===== config.mk =====
export PLATFORM = sky130hd
export DESIGN_NAME = towersGame
export DESIGN_NICKNAME = d
export VERILOG_FILES = /design/src/common/gamePkg.sv /design/src/design/drawMux.sv /design/src/design/playerSprite.sv /design/src/design/towersGame.sv /design/src/towerField/towerField.sv
export VERILOG_INCLUDE_DIRS = /design/src /design/src/common
export SDC_FILE = /design/constraint.sdc
export NUM_CORES = 1
export LEC_CHECK = 0
export BUFFER_PORTS_ARGS = -buffer_cell sky130_fd_sc_hd__buf_4
export CAP_MARGIN = 20
export CORE_MARGIN = 1.5
export CORE_UTILIZATION = 52
export CTS_CLUSTER_SIZE = 28
export DETAILED_ROUTE_END_ITERATION = 7
export HOLD_SLACK_MARGIN = 0.15
export PLACE_DENSITY_LB_ADDON = 0.3
export SLEW_MARGIN = 20
export SYNTH_ARGS = -nofsm -noshare
export SYNTH_HDL_FRONTEND = slang
export SYNTH_SLANG_ARGS = --single-unit

===== constraint.sdc =====
create_clock -name clk -period 2.95 [get_ports clk]
set_input_delay 0.59 -clock clk [delete_from_list [all_inputs] [get_ports clk]]
set_output_delay 0.59 -clock clk [all_outputs]
set_load 0.05 [all_outputs]

===== src/common/game_consts.svh =====
// constants for the towers game
// screen size, fixed point, object sizes, speeds, colours

`ifndef GAME_CONSTS_SVH
`define GAME_CONSTS_SVH

// visible screen
`define SCREEN_WIDTH 640
`define SCREEN_HEIGHT 480

// fraction bits of a fixed-point position
`define FIXED_SHIFT 6

// towers
`define TOWER_WIDTH 20
`define TOWER_HEIGHT 20
`define MAX_TOWERS 4
// frames between activations
`define TOWERS_WAIT 100
// in 1/64 pixel per frame
`define FALL_SPEED 100

// player block on its fixed row
`define PLAYER_WIDTH 32
`define PLAYER_HEIGHT 16
`define PLAYER_Y 440
// pixels per frame
`define PLAYER_STEP 4

// RGB332 colours
`define TOWER_COLOR 8'h5B
`define TOWER_STRIPE 8'h49
`define PLAYER_COLOR 8'h1C
`define PLAYER_EDGE 8'hFF
`define BACKGROUND_COLOR 8'h00

`endif


===== src/common/gamePkg.sv =====
// shared types for the falling-towers object layer
// screen coordinates, fixed-point positions, colours, tower count

`default_nettype none

package gamePkg;

	// screen X or Y in whole pixels
	typedef logic [10:0] pixelCoordT;

	// position in 1/64 pixel
	// 11 integer bits over 6 fraction bits
	typedef logic [16:0] fixedPosT;

	// RGB332 pixel colour
	typedef logic [7:0] colorT;

	// active towers, 0 up to 4
	typedef logic [2:0] towerCountT;

endpackage

`default_nettype wire


===== src/design/drawMux.sv =====
// pixel priority between player and towers
// tower striping, player outline, collision pulse

`timescale 1ns/1ps
`default_nettype none

`include "game_consts.svh"

module drawMux import gamePkg::*; (
	input wire logic clk,
	input wire logic resetN,
	input wire logic towerRequest,
	input wire logic playerRequest,
	input wire pixelCoordT towerOffsetY,
	input wire pixelCoordT playerOffsetX,
	output colorT rgb,
	output logic collision
);

	localparam pixelCoordT LAST_COLUMN = pixelCoordT'(`PLAYER_WIDTH - 1);

	colorT nextRgb;

	// player drawn over towers
	always_comb begin
		if (playerRequest) begin
			// outline on the first and last column
			if (playerOffsetX == '0 || playerOffsetX == LAST_COLUMN) begin
				nextRgb = `PLAYER_EDGE;
			end else begin
				nextRgb = `PLAYER_COLOR;
			end
		end else if (towerRequest) begin
			// stripes of 4 rows
			nextRgb = towerOffsetY[2] ? `TOWER_STRIPE : `TOWER_COLOR;
		end else begin
			nextRgb = `BACKGROUND_COLOR;
		end
	end

	always_ff @(posedge clk or negedge resetN) begin
		if (!resetN) begin
			rgb <= `BACKGROUND_COLOR;
			collision <= 1'b0;
		end else begin
			rgb <= nextRgb;
			// one pulse per overlapping pixel
			collision <= towerRequest && playerRequest;
		end
	end

	// overlap pixels are always shown with the player on top
	collisionShowsPlayer: assert property (@(posedge clk) disable iff (!resetN)
		collision |-> (rgb == `PLAYER_COLOR) || (rgb == `PLAYER_EDGE));

endmodule

`default_nettype wire


===== src/design/playerSprite.sv =====
// player block on a fixed row
// per-frame step with clamping, registered hit test with offsets

`timescale 1ns/1ps
`default_nettype none

`include "game_consts.svh"

module playerSprite import gamePkg::*; (
	input wire logic clk,
	input wire logic resetN,
	input wire logic startOfFrame,
	input wire logic pause,
	input wire logic moveLeft,
	input wire logic moveRight,
	input wire pixelCoordT pixelX,
	input wire pixelCoordT pixelY,
	output logic playerRequest,
	output pixelCoordT playerOffsetX,
	output pixelCoordT playerOffsetY
);

	localparam pixelCoordT START_X = pixelCoordT'(288);
	localparam pixelCoordT MAX_X = pixelCoordT'(`SCREEN_WIDTH - `PLAYER_WIDTH);
	localparam pixelCoordT STEP = pixelCoordT'(`PLAYER_STEP);
	localparam pixelCoordT ROW_TOP = pixelCoordT'(`PLAYER_Y);
	localparam pixelCoordT ROW_BOTTOM = pixelCoordT'(`PLAYER_Y + `PLAYER_HEIGHT);

	pixelCoordT playerX;
	logic hit;

	// step once per frame, left wins over right
	always_ff @(posedge clk or negedge resetN) begin
		if (!resetN) begin
			playerX <= START_X;
		end else if (startOfFrame && !pause) begin
			if (moveLeft) begin
				playerX <= (playerX < STEP) ? '0 : playerX - STEP;
			end else if (moveRight) begin
				playerX <= (playerX > MAX_X - STEP) ? MAX_X : playerX + STEP;
			end
		end
	end

	// half-open box around the player
	assign hit = (pixelX >= playerX) &&
		({1'b0, pixelX} < {1'b0, playerX} + 12'(`PLAYER_WIDTH)) &&
		(pixelY >= ROW_TOP) && (pixelY < ROW_BOTTOM);

	always_ff @(posedge clk or negedge resetN) begin
		if (!resetN) begin
			playerRequest <= 1'b0;
			playerOffsetX <= '0;
			playerOffsetY <= '0;
		end else begin
			playerRequest <= hit;
			// offsets only meaningful on a hit
			playerOffsetX <= hit ? pixelX - playerX : '0;
			playerOffsetY <= hit ? pixelY - ROW_TOP : '0;
		end
	end

	// clamping keeps the whole block on screen
	playerOnScreen: assert property (@(posedge clk) disable iff (!resetN)
		playerX <= MAX_X);

endmodule

`default_nettype wire


===== src/design/towersGame.sv =====
// top of the object layer
// towers and player side by side, merged by the draw mux
// two cycles from pixel to colour and collision

`timescale 1ns/1ps
`default_nettype none

`include "game_consts.svh"

module towersGame import gamePkg::*; #(
	parameter int towersWait = `TOWERS_WAIT
) (
	input wire logic clk,
	input wire logic resetN,
	input wire logic startOfFrame,
	input wire logic pause,
	input wire logic moveLeft,
	input wire logic moveRight,
	input wire pixelCoordT pixelX,
	input wire pixelCoordT pixelY,
	input wire pixelCoordT spawnX,
	output colorT rgb,
	output logic collision
);

	logic towerRequest;
	pixelCoordT towerOffsetY;
	logic playerRequest;
	pixelCoordT playerOffsetX;

	towerField #(
		.towersWait(towersWait)
	) i_towerField (
		.clk(clk),
		.resetN(resetN),
		.startOfFrame(startOfFrame),
		.pause(pause),
		.pixelX(pixelX),
		.pixelY(pixelY),
		.spawnX(spawnX),
		.towerRequest(towerRequest),
		.towerOffsetX(),
		.towerOffsetY(towerOffsetY)
	);

	playerSprite i_playerSprite (
		.clk(clk),
		.resetN(resetN),
		.startOfFrame(startOfFrame),
		.pause(pause),
		.moveLeft(moveLeft),
		.moveRight(moveRight),
		.pixelX(pixelX),
		.pixelY(pixelY),
		.playerRequest(playerRequest),
		.playerOffsetX(playerOffsetX),
		.playerOffsetY()
	);

	// only the offsets that shape the colour go on
	drawMux i_drawMux (
		.clk(clk),
		.resetN(resetN),
		.towerRequest(towerRequest),
		.playerRequest(playerRequest),
		.towerOffsetY(towerOffsetY),
		.playerOffsetX(playerOffsetX),
		.rgb(rgb),
		.collision(collision)
	);

endmodule

`default_nettype wire


===== src/towerField/towerField.sv =====
// falling towers in fixed point
// activation timer, per-frame fall and respawn
// registered per-pixel hit test with offsets, lowest index first

`timescale 1ns/1ps
`default_nettype none

`include "game_consts.svh"

module towerField import gamePkg::*; #(
	parameter int towersWait = `TOWERS_WAIT
) (
	input wire logic clk,
	input wire logic resetN,
	input wire logic startOfFrame,
	input wire logic pause,
	input wire pixelCoordT pixelX,
	input wire pixelCoordT pixelY,
	input wire pixelCoordT spawnX,
	output logic towerRequest,
	output pixelCoordT towerOffsetX,
	output pixelCoordT towerOffsetY
);

	// wide enough to hold towersWait, also when it is 0
	localparam int TIMER_BITS = $clog2(towersWait + 2);
	// bottom limit, past it a tower respawns
	localparam fixedPosT BOTTOM_FIXED = fixedPosT'(`SCREEN_HEIGHT << `FIXED_SHIFT);

	fixedPosT towerPosX [`MAX_TOWERS];
	fixedPosT towerPosY [`MAX_TOWERS];
	towerCountT towerCount;
	logic [TIMER_BITS-1:0] towerTimer;

	// whole-pixel top-left corners
	pixelCoordT towerLeft [`MAX_TOWERS];
	pixelCoordT towerTop [`MAX_TOWERS];

	logic hitFound;
	pixelCoordT hitOffsetX;
	pixelCoordT hitOffsetY;

	always_comb begin
		for (int i = 0; i < `MAX_TOWERS; i++) begin
			towerLeft[i] = pixelCoordT'(towerPosX[i] >> `FIXED_SHIFT);
			towerTop[i] = pixelCoordT'(towerPosY[i] >> `FIXED_SHIFT);
		end
	end

	// frame update: timer, activation, fall, respawn
	always_ff @(posedge clk or negedge resetN) begin
		if (!resetN) begin
			towerTimer <= TIMER_BITS'(towersWait);
			// one tower waiting at the top-left corner
			towerCount <= towerCountT'(1);
			for (int i = 0; i < `MAX_TOWERS; i++) begin
				towerPosX[i] <= '0;
				towerPosY[i] <= '0;
			end
		end else if (startOfFrame) begin
			// timer keeps running during pause
			if (towerTimer == '0) begin
				towerTimer <= TIMER_BITS'(towersWait);
				if (towerCount < towerCountT'(`MAX_TOWERS)) begin
					towerCount <= towerCount + 1'b1;
				end
			end else begin
				towerTimer <= towerTimer - 1'b1;
			end
			for (int i = 0; i < `MAX_TOWERS; i++) begin
				if (towerCountT'(i) < towerCount) begin
					// already active, falls unless paused
					if (!pause) begin
						if (towerPosY[i] > BOTTOM_FIXED) begin
							towerPosY[i] <= '0;
							towerPosX[i] <= fixedPosT'(spawnX) << `FIXED_SHIFT;
						end else begin
							towerPosY[i] <= towerPosY[i] + fixedPosT'(`FALL_SPEED);
						end
					end
				end else if (towerCountT'(i) == towerCount && towerTimer == '0) begin
					// newly activated slot enters at the top
					towerPosY[i] <= '0;
					towerPosX[i] <= fixedPosT'(spawnX) << `FIXED_SHIFT;
				end
			end
		end
	end

	// first hit among active towers
	// walk downward so the lowest index is written last
	always_comb begin
		hitFound = 1'b0;
		hitOffsetX = '0;
		hitOffsetY = '0;
		for (int i = `MAX_TOWERS - 1; i >= 0; i--) begin
			if ((towerCountT'(i) < towerCount) &&
			    (pixelX >= towerLeft[i]) &&
			    ({1'b0, pixelX} < {1'b0, towerLeft[i]} + 12'(`TOWER_WIDTH)) &&
			    (pixelY >= towerTop[i]) &&
			    ({1'b0, pixelY} < {1'b0, towerTop[i]} + 12'(`TOWER_HEIGHT))) begin
				hitFound = 1'b1;
				hitOffsetX = pixelX - towerLeft[i];
				hitOffsetY = pixelY - towerTop[i];
			end
		end
	end

	// one cycle behind the pixel
	always_ff @(posedge clk or negedge resetN) begin
		if (!resetN) begin
			towerRequest <= 1'b0;
			towerOffsetX <= '0;
			towerOffsetY <= '0;
		end else begin
			towerRequest <= hitFound;
			towerOffsetX <= hitOffsetX;
			towerOffsetY <= hitOffsetY;
		end
	end

	// activation stops at the last slot
	activeCountBound: assert property (@(posedge clk) disable iff (!resetN)
		towerCount <= towerCountT'(`MAX_TOWERS));

	// a request always points inside some tower
	offsetInsideTower: assert property (@(posedge clk) disable iff (!resetN)
		towerRequest |-> (towerOffsetX < pixelCoordT'(`TOWER_WIDTH)) &&
			(towerOffsetY < pixelCoordT'(`TOWER_HEIGHT)));

endmodule

`default_nettype wire


==> results.txt, run 1 <==
Worst Hold Class: in -> async
Worst Clk Skew: 0.0147 ns
EDFF count, synth: 0
Global route total overflow: 0
I/O Pins: 48
Worst-path clk slew: 0.07 ns
Slew headroom: 31.6%
Top FF cell, synth: dfrtp_1
Die area: 24300 sq um
Final setup viols: 0
Post-synthesis register bit count: 144
Routed WL per cell: 17.2 um
Fill cells: 1931
First-pass GRT wire length: 52.1 mm
DP HPWL: 24.0 mm
Final design utilization: 62.9%
GP Congestion: 0.919
Clock sinks: 144
Critical Path RT: 3.32 ns
CP Max Fanout: 3
Via Count: 10900
Final setup margin: 0.0260 ns
Routed Antenna Nets: 0
Die Y: 156 um
Root Buffer: clkbuf_16
Tot GR Track Use: 27.3%
Synthesized cell area: 12100 sq um
Clock Tree Buf Depth: 2
Pleak: 0.00658 uW
Outcome: completed
Die X-Extent: 156 um
IO buf count: 47
Place WS: -0.156 ns
Design Power: 10900 uW
Area leader, netlist: dfrtp_1
Vias per cell: 5.81
Hold slack final: 0.126 ns
Kind of critical path: reg -> reg
WP data arrival: 3.29 ns
PwrDens: 762 nW/um^2
Total wire length: 32.1 mm
TritonCTS Buffers: 17
Initial DRC count: 799
Synth top area share: 28.4%
Unrepaired setup endpoints after global routing: yes
FMAX: 0.342 GHz
Synth top area cells: dfrtp_1 28%, ha_1 21%, o21ai_0 6.6%
Vias in the first global route: 10600
Final Hold Fails: 0
Worst-margin pin slew: 1.02 ns
Async SR Flop Fraction: 100%
# rows: 55
Max IR drop VDD: 0.405 mV
YS warnings: 0
Starting Density: 53.3%
CORE AREA: 22800 sq um
Pin count of the biggest net entering global routing: 68
CTS tree: built
Final Cycle Share: 99.1%
Max-cap violations: 0
Fin nets: 1787
Area growth syn-to-layout: 18.0%
# diodes: 0
Initial antenna violation count: 0
Layout cell share with drive strength beyond 1: 16.5%
Syn nets: 1651
Cells after synthesis: 1406
Mapped Avg Cell Area: 8.64 sq um
Synth unique cells: 74
TritonRoute pass-1 iters: 5
DRC viols: 0
H-tree depth: 4
Min Tclk post-route: 2.92 ns
Worst-Skew Late Latency: 0.45 ns
CP startpoint kind: register
Post-Route Setup TNS: 0 ns
Slew Viols, Final: 0
Critical Path End Type: register
Sequential area share after synthesis: 29.7%
layer usage:
| metal | global-route usage (%) | vias up | share of wire (%) |
|---|---|---|---|
| li1 | - | 5302 | - |
| met2 | 45.6 | 318 | 47 |
| met5 | 0 | - | 0 |
| met3 | 5.17 | 81 | 5.8 |
| met4 | 12.2 | 0 | 3.9 |
| met1 | 34.3 | 5159 | 43 |
power breakdown:
part,total [uW],internal [uW],switching [uW],leakage [uW]
clock network,2230,1210,1020,0.000287
logic,5600,2540,3070,0.00441
registers,3090,2560,528,0.00188
cell usage in the layout (no fill, tap or decap), drive strengths merged, types with 14 or more instances in the layout:
cell	synthesis	final
nor2b	17	17
dfrtp	138	138
clkbuf	24	17
mux2	24	24
nor2	97	97
a21o	14	14
inv	135	143
ha	206	206
a21oi	73	73
nand4	18	18
nor3	38	38
nand2	113	113
nand2b	22	22
xnor2	61	61
o21ai	160	160
and3	18	18
a31oi	14	14
buf	10	151
nand3	43	43
area by class of cell:
cell class              instances  area (sq um)  share of cell area, %
repair buffers                151          1160                   8.11
multi-input cells            1093          8060                   56.3
well taps                     313           392                   2.73
clock buffers                  17           425                   2.97
clock inverters                15           170                   1.19
flip-flops and latches        144          3610                   25.2
inverters                     135           507                   3.54
synthesized netlist by cell type (3+ instances only):
master	count
ha_1	206
dfrtp_1	138
nand2_1	112
mux2_2	14
xnor2_1	61
o21ai_0	160
nor3b_1	3
dfstp_2	6
nor2_1	97
nand2b_1	21
o32ai_1	3
mux2i_1	3
o31ai_1	13
mux2_4	9
a31oi_1	14
nor3_1	38
or4_1	6
inv_1	134
nand3_1	43
buf_2	7
clkbuf_1	24
o2111ai_1	10
a21o_1	14
and2_1	9
o211ai_1	11
o22ai_1	3
o21a_1	11
nor4_1	8
or3b_2	3
nand4_1	18
or3_1	9
and3_1	18
nor2b_1	17
or2_2	4
a2111oi_0	8
a41oi_1	4
xor2_1	13
a211oi_1	12
nor4b_1	4
a21oi_1	73
logic make-up after synthesis:
group	count (synthesis)	synth area share (%)
muxes	28	2.94
AOI/OAI and AO/OA	364	18.2
buffers and inverters	169	5.42
other	2	0.0619
and+or+nand+nor	419	17.1
adders and majority gates	206	21.2
DFF	144	29.7
xor gates and xnor gates	74	5.34
metrics by stage:
step | instance area [sq um] | instances
finish | 14300 | 1868
detailed placement | 13500 | 1831
floorplan | 12100 | 1406
CTS | 14200 | 1866
global route | 14300 | 1868
global placement | 13500 | 1831
flip-flops by register name, summed over array words and instances, names as in the netlist:
register and cells:
i_towerField.towerPosY 60, i_towerField.towerLeft 44, i_playerSprite.playerOffsetX 11, i_playerSprite.playerX 9
i_towerField.towerTimer 7, i_drawMux.rgb 6, i_towerField.towerCount 3, i_drawMux.collision 1
i_playerSprite.playerRequest 1, i_towerField.towerOffsetY 1, i_towerField.towerRequest 1
path summary, 6_finish.rpt:
path / startpoint / to / slack (ns) / cells after the start
setup / recovery: i_towerField.towerLeft[35]$_DFFE_PN0P_ / i_towerField.towerOffsetY[2]$_DFF_PN0_ / 0.03 / 12
hold / removal: resetN / i_drawMux.rgb[5]$_DFF_PN0_ / 0.13 / 1
setup reg to reg: i_towerField.towerLeft[35]$_DFFE_PN0P_ / i_towerField.towerOffsetY[2]$_DFF_PN0_ / 0.03 / 12
hold reg to reg: i_playerSprite.playerRequest$_DFF_PN0_ / i_drawMux.rgb[2]$_DFF_PN0_ / 0.49 / 0
max in group asynchronous: resetN / i_towerField.towerPosY[3]$_DFFE_PN0P_ / 2.00 / 2
min in group clk: spawnX[2] / i_towerField.towerLeft[13]$_DFFE_PN0P_ / 0.39 / 3
what timing repair did:
item,4_1_cts,5_1_grt
setup endpoints to repair,2,10
gates resized for setup,22,29
setup buffers,3,2
hold buffers,0,0
pin swaps,7,16
worst max-delay path, cell delays in order (launching register included):
cell and delay (ns):
dfrtp_1 0.42, ha_4 0.19, xor2_1 0.15, ha_1 0.35, buf_4 0.16, buf_4 0.12, o211ai_1 0.10, a21oi_2 0.10
o41ai_2 0.35, buf_4 0.18, o2111ai_2 0.13, or4b_4 0.50, o211ai_1 0.09
Note: power is estimated with default switching activity, not from simulation.
==> run 2, diff against run 1 <==
CORE_UTILIZATION = 58   (was 52)
GPL_TIMING_DRIVEN = 0   (was not set)
==> results.txt, run 2 (same netlist as run 1, synthesis figures left out) <==
Outcome: finished with violations
Failing checks: negative setup slack
Pleak: 0.00634 uW
CP Max Fanout: 3
Worst hold stages: 3
Worst-path clk slew: 0.06 ns
First-pass GRT wire length: 52.8 mm
R2r endpoint: i_towerField.towerOffsetY[2]$_DFF_PN0_
Reg area: 3620 sq um
Kind of critical path: reg -> reg
Max-cap violations: 0
CP cell instances: ha_2 > o21ai_2 > or3b_4 > xnor2_4 > ha_4 > a2111oi_4 > o21ai_1 > o21ai_2 > nand4_1 > mux2i_1 > o211ai_1
Die Y: 148 um
Critical Path RT: 3.27 ns
Fill cells: 1577
Final Cycle Share: 101%
Global route total overflow: 0
Routed Antenna Nets: 0
Hold Startpoint: spawnX[0]
I/O Pins: 48
Multi-input gate area: 8280 sq um
# rows: 52
Max reg flops: 60
Final setup viols: 1
Vias per cell: 6.12
Total wire length: 32.5 mm
Vias in the first global route: 10600
DRC viols: 0
FMAX: 0.337 GHz
Final setup margin: -0.0200 ns
CORE AREA: 20400 sq um
PwrDens: 764 nW/um^2
Crit path top cell by count: o21ai_2
Critical Path End Type: register
Max IR drop VDD: 0.442 mV
Commonest non-fill, non-tap cell in the layout: ha_1
Fin nets: 1746
Via Count: 10900
Slew headroom: 42.9%
Initial antenna violation count: 1
CP startpoint kind: register
Area growth syn-to-layout: 16.3%
Worst-Skew Late Latency: 0.43 ns
Top Family by Delay on Critical Path: compound AO/OA/AOI/OAI gates
Starting Density: 59.6%
Initial DRC count: 837
Clock sinks: 144
Buf/Inv on CP: 0
Routed WL per cell: 18.2 um
Worst Clk Skew: 0.00908 ns
# diodes: 0
Clock Tree Buf Depth: 2
TritonRoute pass-1 iters: 5
Worst reg-to-reg setup slack: -0.02 ns
Reg with most FFs: i_towerField.towerPosY
Die X-Extent: 148 um
DP HPWL: 23.2 mm
TritonCTS Buffers: 17
Final Hold Fails: 0
Layout cell share with drive strength beyond 1: 15.6%
Min Tclk post-route: 2.97 ns
Unrepaired setup endpoints after global routing: yes
Place WS: -0.671 ns
Tot GR Track Use: 30.2%
WP data arrival: 3.29 ns
Worst Hold Class: in -> reg
CTS tree: built
CP max stage cell: or3b_4
Hold EP: i_towerField.towerLeft[11]$_DFFE_PN0P_
IO buf count: 46
GP Congestion: 0.894
Worst-margin pin slew: 0.850 ns
Reg2reg start: i_towerField.towerLeft[14]$_DFFE_PN0P_
Root Buffer: clkbuf_16
H-tree depth: 4
Die area: 21800 sq um
Critical Path Max Stage Delay: 0.43 ns
Slew Viols, Final: 0
Reg2Reg Depth: 11
Pin count of the biggest net entering global routing: 93
Commonest non-fill, non-tap cells in the layout: 196 x ha_1, 145 x o21ai_0, 131 x inv_1, 128 x dfrtp_1, 111 x nand2_1
Design Power: 10800 uW
==> run 2: cell types whose count changed in the layout (fill, tap and decap cells not counted), moves of 7 or more <==
cell / delta
buf_2: +7
clkbuf_1: +16
dfrtp_2: +10
buf_4: -69
dfrtp_1: -10
ha_1: -8
==> run 2: layout make-up <==
type / instances / area share (%)
clock buffers: 19 / 3.14
plain buffers: 30 / 1.21
inverters: 135 / 3.59
repair buffers: 80 / 4.46
clock inverters: 13 / 0.965
multi-input cells: 1093 / 58.6
well taps: 270 / 2.39
flip-flops and latches: 144 / 25.7
==> run 2: worst reg2reg max path, cell delays in order, from the launching register on <==
cell,delay (ns)
dfrtp_1,0.36
ha_2,0.21
o21ai_2,0.08
or3b_4,0.43
xnor2_4,0.19
ha_4,0.23
a2111oi_4,0.30
o21ai_1,0.13
o21ai_2,0.31
nand4_1,0.18
mux2i_1,0.17
o211ai_1,0.27
==> run 2: worst max path at each step <==
stage	start	to	slack [ns]	depth (start not counted)
after floorplan	i_playerSprite.playerX[5]$_DFFE_PN1P_	i_playerSprite.playerOffsetX[3]$_DFF_PN0_	0.03	11
after global placement	i_towerField.towerLeft[13]$_DFFE_PN0P_	i_towerField.towerOffsetY[2]$_DFF_PN0_	-0.58	11
after detailed placement	i_towerField.towerLeft[13]$_DFFE_PN0P_	i_towerField.towerOffsetY[2]$_DFF_PN0_	-0.67	11
after CTS	i_towerField.towerLeft[18]$_DFFE_PN0P_	i_towerField.towerOffsetY[2]$_DFF_PN0_	-0.14	11
after global routing	i_towerField.towerLeft[13]$_DFFE_PN0P_	i_towerField.towerOffsetY[2]$_DFF_PN0_	-0.15	13
final	i_towerField.towerLeft[14]$_DFFE_PN0P_	i_towerField.towerOffsetY[2]$_DFF_PN0_	-0.02	11
==> run 2: layer usage <==
metal,GRT usage (%),share of wire (%),vias to the layer above
met5,0,0.040,-
met4,11.0,3.2,2
met3,5.40,6.5,91
met2,51.0,48,358
met1,38.8,42,5249
li1,-,-,5222
==> run 2: timing repair <==
item	4_1_cts	5_1_grt
endpoints found under the setup margin	15	51
cloned	0	0
buffers inserted	16	16
resized for setup	53	60
hold buffers	1	0
pin swaps	20	29
endpoints found under the hold margin	51	0
==> run 2: report_power, final <==
group          switching [uW]  total (uW)  internal, uW
Sequential                564        3130          2570
Combinational            3140        5500          2360
Clock                     895        2160          1270
==> run 2: per-stage QoR <==
step	TNS, ns	utilization (%)	instance area [sq um]	hold slack, ns	cells
2_1_floorplan	0	-	12100	0.294	1406
3_3_place_gp	-3.63	63.0	12800	0.460	1722
3_5_place_dp	-4.49	63.2	12900	0.481	1723
4_1_cts	-0.175	67.5	13800	0.381	1770
5_1_grt	-0.347	69.4	14100	0.393	1784
6_report	-0.0200	69.4	14100	0.388	1784
==> run 3, diff against run 2 <==
CORE_UTILIZATION = 60   (was 58)
clock period = 2.8 ns   (was 2.95 ns; I/O delays follow)
==> results.txt, run 3 (same netlist as run 1, synthesis figures left out) <==
Outcome: finished with violations
Failing checks: negative setup slack
Routed Antenna Nets: 0
Post-route cell area: 14100 sq um
Starting Density: 61.8%
Max IR drop VDD: 0.513 mV
# rows: 51
Final Cycle Share: 110%
Tot GR Track Use: 30.9%
TritonRoute pass-1 iters: 8
Die X-Extent: 145 um
Worst-path clk slew: 0.07 ns
Via Count: 11100
I/O Pins: 48
IO buf count: 46
Max reg flops: 60
FMAX: 0.325 GHz
Total wire length: 33.3 mm
Commonest non-fill, non-tap cell in the layout: ha_1
Initial antenna violation count: 0
TritonCTS Buffers: 17
Place WS: -0.908 ns
Final setup margin: -0.275 ns
Final Hold Fails: 0
Layout cell share with drive strength beyond 1: 15.4%
Commonest non-fill, non-tap cells in the layout: 198 x ha_1, 144 x o21ai_0, 133 x dfrtp_1, 129 x inv_1, 111 x nand2_1
Placed insts: 1718
First-pass GRT wire length: 52.5 mm
Global route total overflow: 0
Hold Startpoint: spawnX[0]
Final setup viols: 2
CTS tree: built
Pleak: 0.00633 uW
Worst reg-to-reg setup slack: -0.27 ns
CORE AREA: 19700 sq um
Area growth syn-to-layout: 16.3%
Pin count of the biggest net entering global routing: 98
Design Power: 11400 uW
Kind of critical path: reg -> reg
Worst Hold Class: in -> reg
Routed WL per cell: 18.7 um
Slew headroom: 48.1%
Vias in the first global route: 10600
Fin cells: 1776
Slew Viols, Final: 0
Worst Clk Skew: 0.00782 ns
CP startpoint kind: register
Clock Tree Buf Depth: 2
Reg with most FFs: i_towerField.towerPosY
Fin nets: 1743
DRC viols: 0
Initial DRC count: 925
Reg2Reg Depth: 13
Fill cells: 1504
Min Tclk post-route: 3.07 ns
DP HPWL: 22.9 mm
Reg2reg start: i_towerField.towerPosY[42]$_DFFE_PN0P_
H-tree depth: 4
Die area: 21100 sq um
Root Buffer: clkbuf_16
WP data arrival: 3.37 ns
Worst-Skew Late Latency: 0.43 ns
Critical Path RT: 3.10 ns
Placed Area: 12900 sq um
PwrDens: 806 nW/um^2
Unrepaired setup endpoints after global routing: yes
Hold EP: i_towerField.towerLeft[11]$_DFFE_PN0P_
Worst hold stages: 3
Die Y: 145 um
Worst-margin pin slew: 0.771 ns
Clock sinks: 144
Vias per cell: 6.23
R2r endpoint: i_towerField.towerOffsetY[2]$_DFF_PN0_
GP Congestion: 0.911
Max-cap violations: 0
Critical Path End Type: register
# diodes: 0
CP Max Fanout: 3
## run 3: changes by cell type in the layout (fill, tap and decap cells not counted), moves of 3 or more
cell and change:
o21ai_1 +3, buf_4 -4, dfrtp_2 -5, clkinv_2 -3, a2111oi_2 +3, a21oi_1 +3, dfrtp_1 +5, ha_2 -3
a2111oi_4 -3
## run 3: critical path: stages, from the launching register on
cell	delay, ns
dfrtp_2	0.45
ha_4	0.18
o21ai_4	0.16
nor2_4	0.06
xnor2_2	0.21
ha_4	0.25
a21o_1	0.19
a2111oi_4	0.31
inv_1	0.13
o31ai_4	0.33
o21ai_2	0.14
nor4_4	0.24
o21bai_4	0.19
o211ai_1	0.09
## run 3: how the worst max path moves through the flow
stage / end / start / cells after the start
3_3_place_gp: i_towerField.towerRequest$_DFF_PN0_ / i_towerField.towerPosY[44]$_DFFE_PN0P_ / 13
6_report: i_towerField.towerOffsetY[2]$_DFF_PN0_ / i_towerField.towerPosY[42]$_DFFE_PN0P_ / 13
3_5_place_dp: i_towerField.towerOffsetY[2]$_DFF_PN0_ / i_towerField.towerPosY[44]$_DFFE_PN0P_ / 13
4_1_cts: i_towerField.towerOffsetY[2]$_DFF_PN0_ / i_towerField.towerPosY[42]$_DFFE_PN0P_ / 13
5_1_grt: i_towerField.towerOffsetY[2]$_DFF_PN0_ / i_towerField.towerPosY[42]$_DFFE_PN0P_ / 13
2_1_floorplan: i_playerSprite.playerOffsetX[3]$_DFF_PN0_ / i_playerSprite.playerX[5]$_DFFE_PN1P_ / 11
## run 3: per-layer routing
metal	wire, um	vias up	share of wire [%]	global-route usage [%]
li1	-	5221	-	-
met1	13800	5276	42	40.6
met2	15800	477	47	51.7
met3	2560	95	7.7	4.72
met4	1110	0	3.3	10.6
met5	0	-	0	0
## run 3: power breakdown
part | leakage, uW | switching (uW) | total [uW] | internal (uW)
Combinational | 0.00418 | 3280 | 5710 | 2430
Clock | 0.000281 | 963 | 2370 | 1410
Sequential | 0.00187 | 598 | 3300 | 2700
Total | 0.00633 | 4840 | 11400 | 6550
## run 3: stage by stage
step	TNS, ns	hold slack, ns	util [%]
4_1_cts	-0.760	0.368	70.2
6_report	-0.539	0.373	71.8
3_5_place_dp	-4.08	0.480	65.6
3_3_place_gp	-3.52	0.470	65.5
2_1_floorplan	0	0.264	-
5_1_grt	-0.844	0.377	71.8
## run 3: what timing repair did
action / in CTS / in global routing
gates resized for setup: 37 / 70
gates cloned: 1 / 1
hold endpoints to repair: 47 / 0
pin swaps: 16 / 24
setup buffers: 12 / 16
hold buffers: 1 / 0
endpoints found under the setup margin: 23 / 83
## run 3: area by class of cell
cell class              count  area, sq um  area share [%]
plain buffers              29          164            1.16
clock buffers              20          437            3.09
clock inverters            12          161            1.14
inverters                 135          514            3.64
multi-input cells        1094         8270            58.6
flip-flops and latches    144         3620            25.6
well taps                 265          332            2.35
repair buffers             77          624            4.42
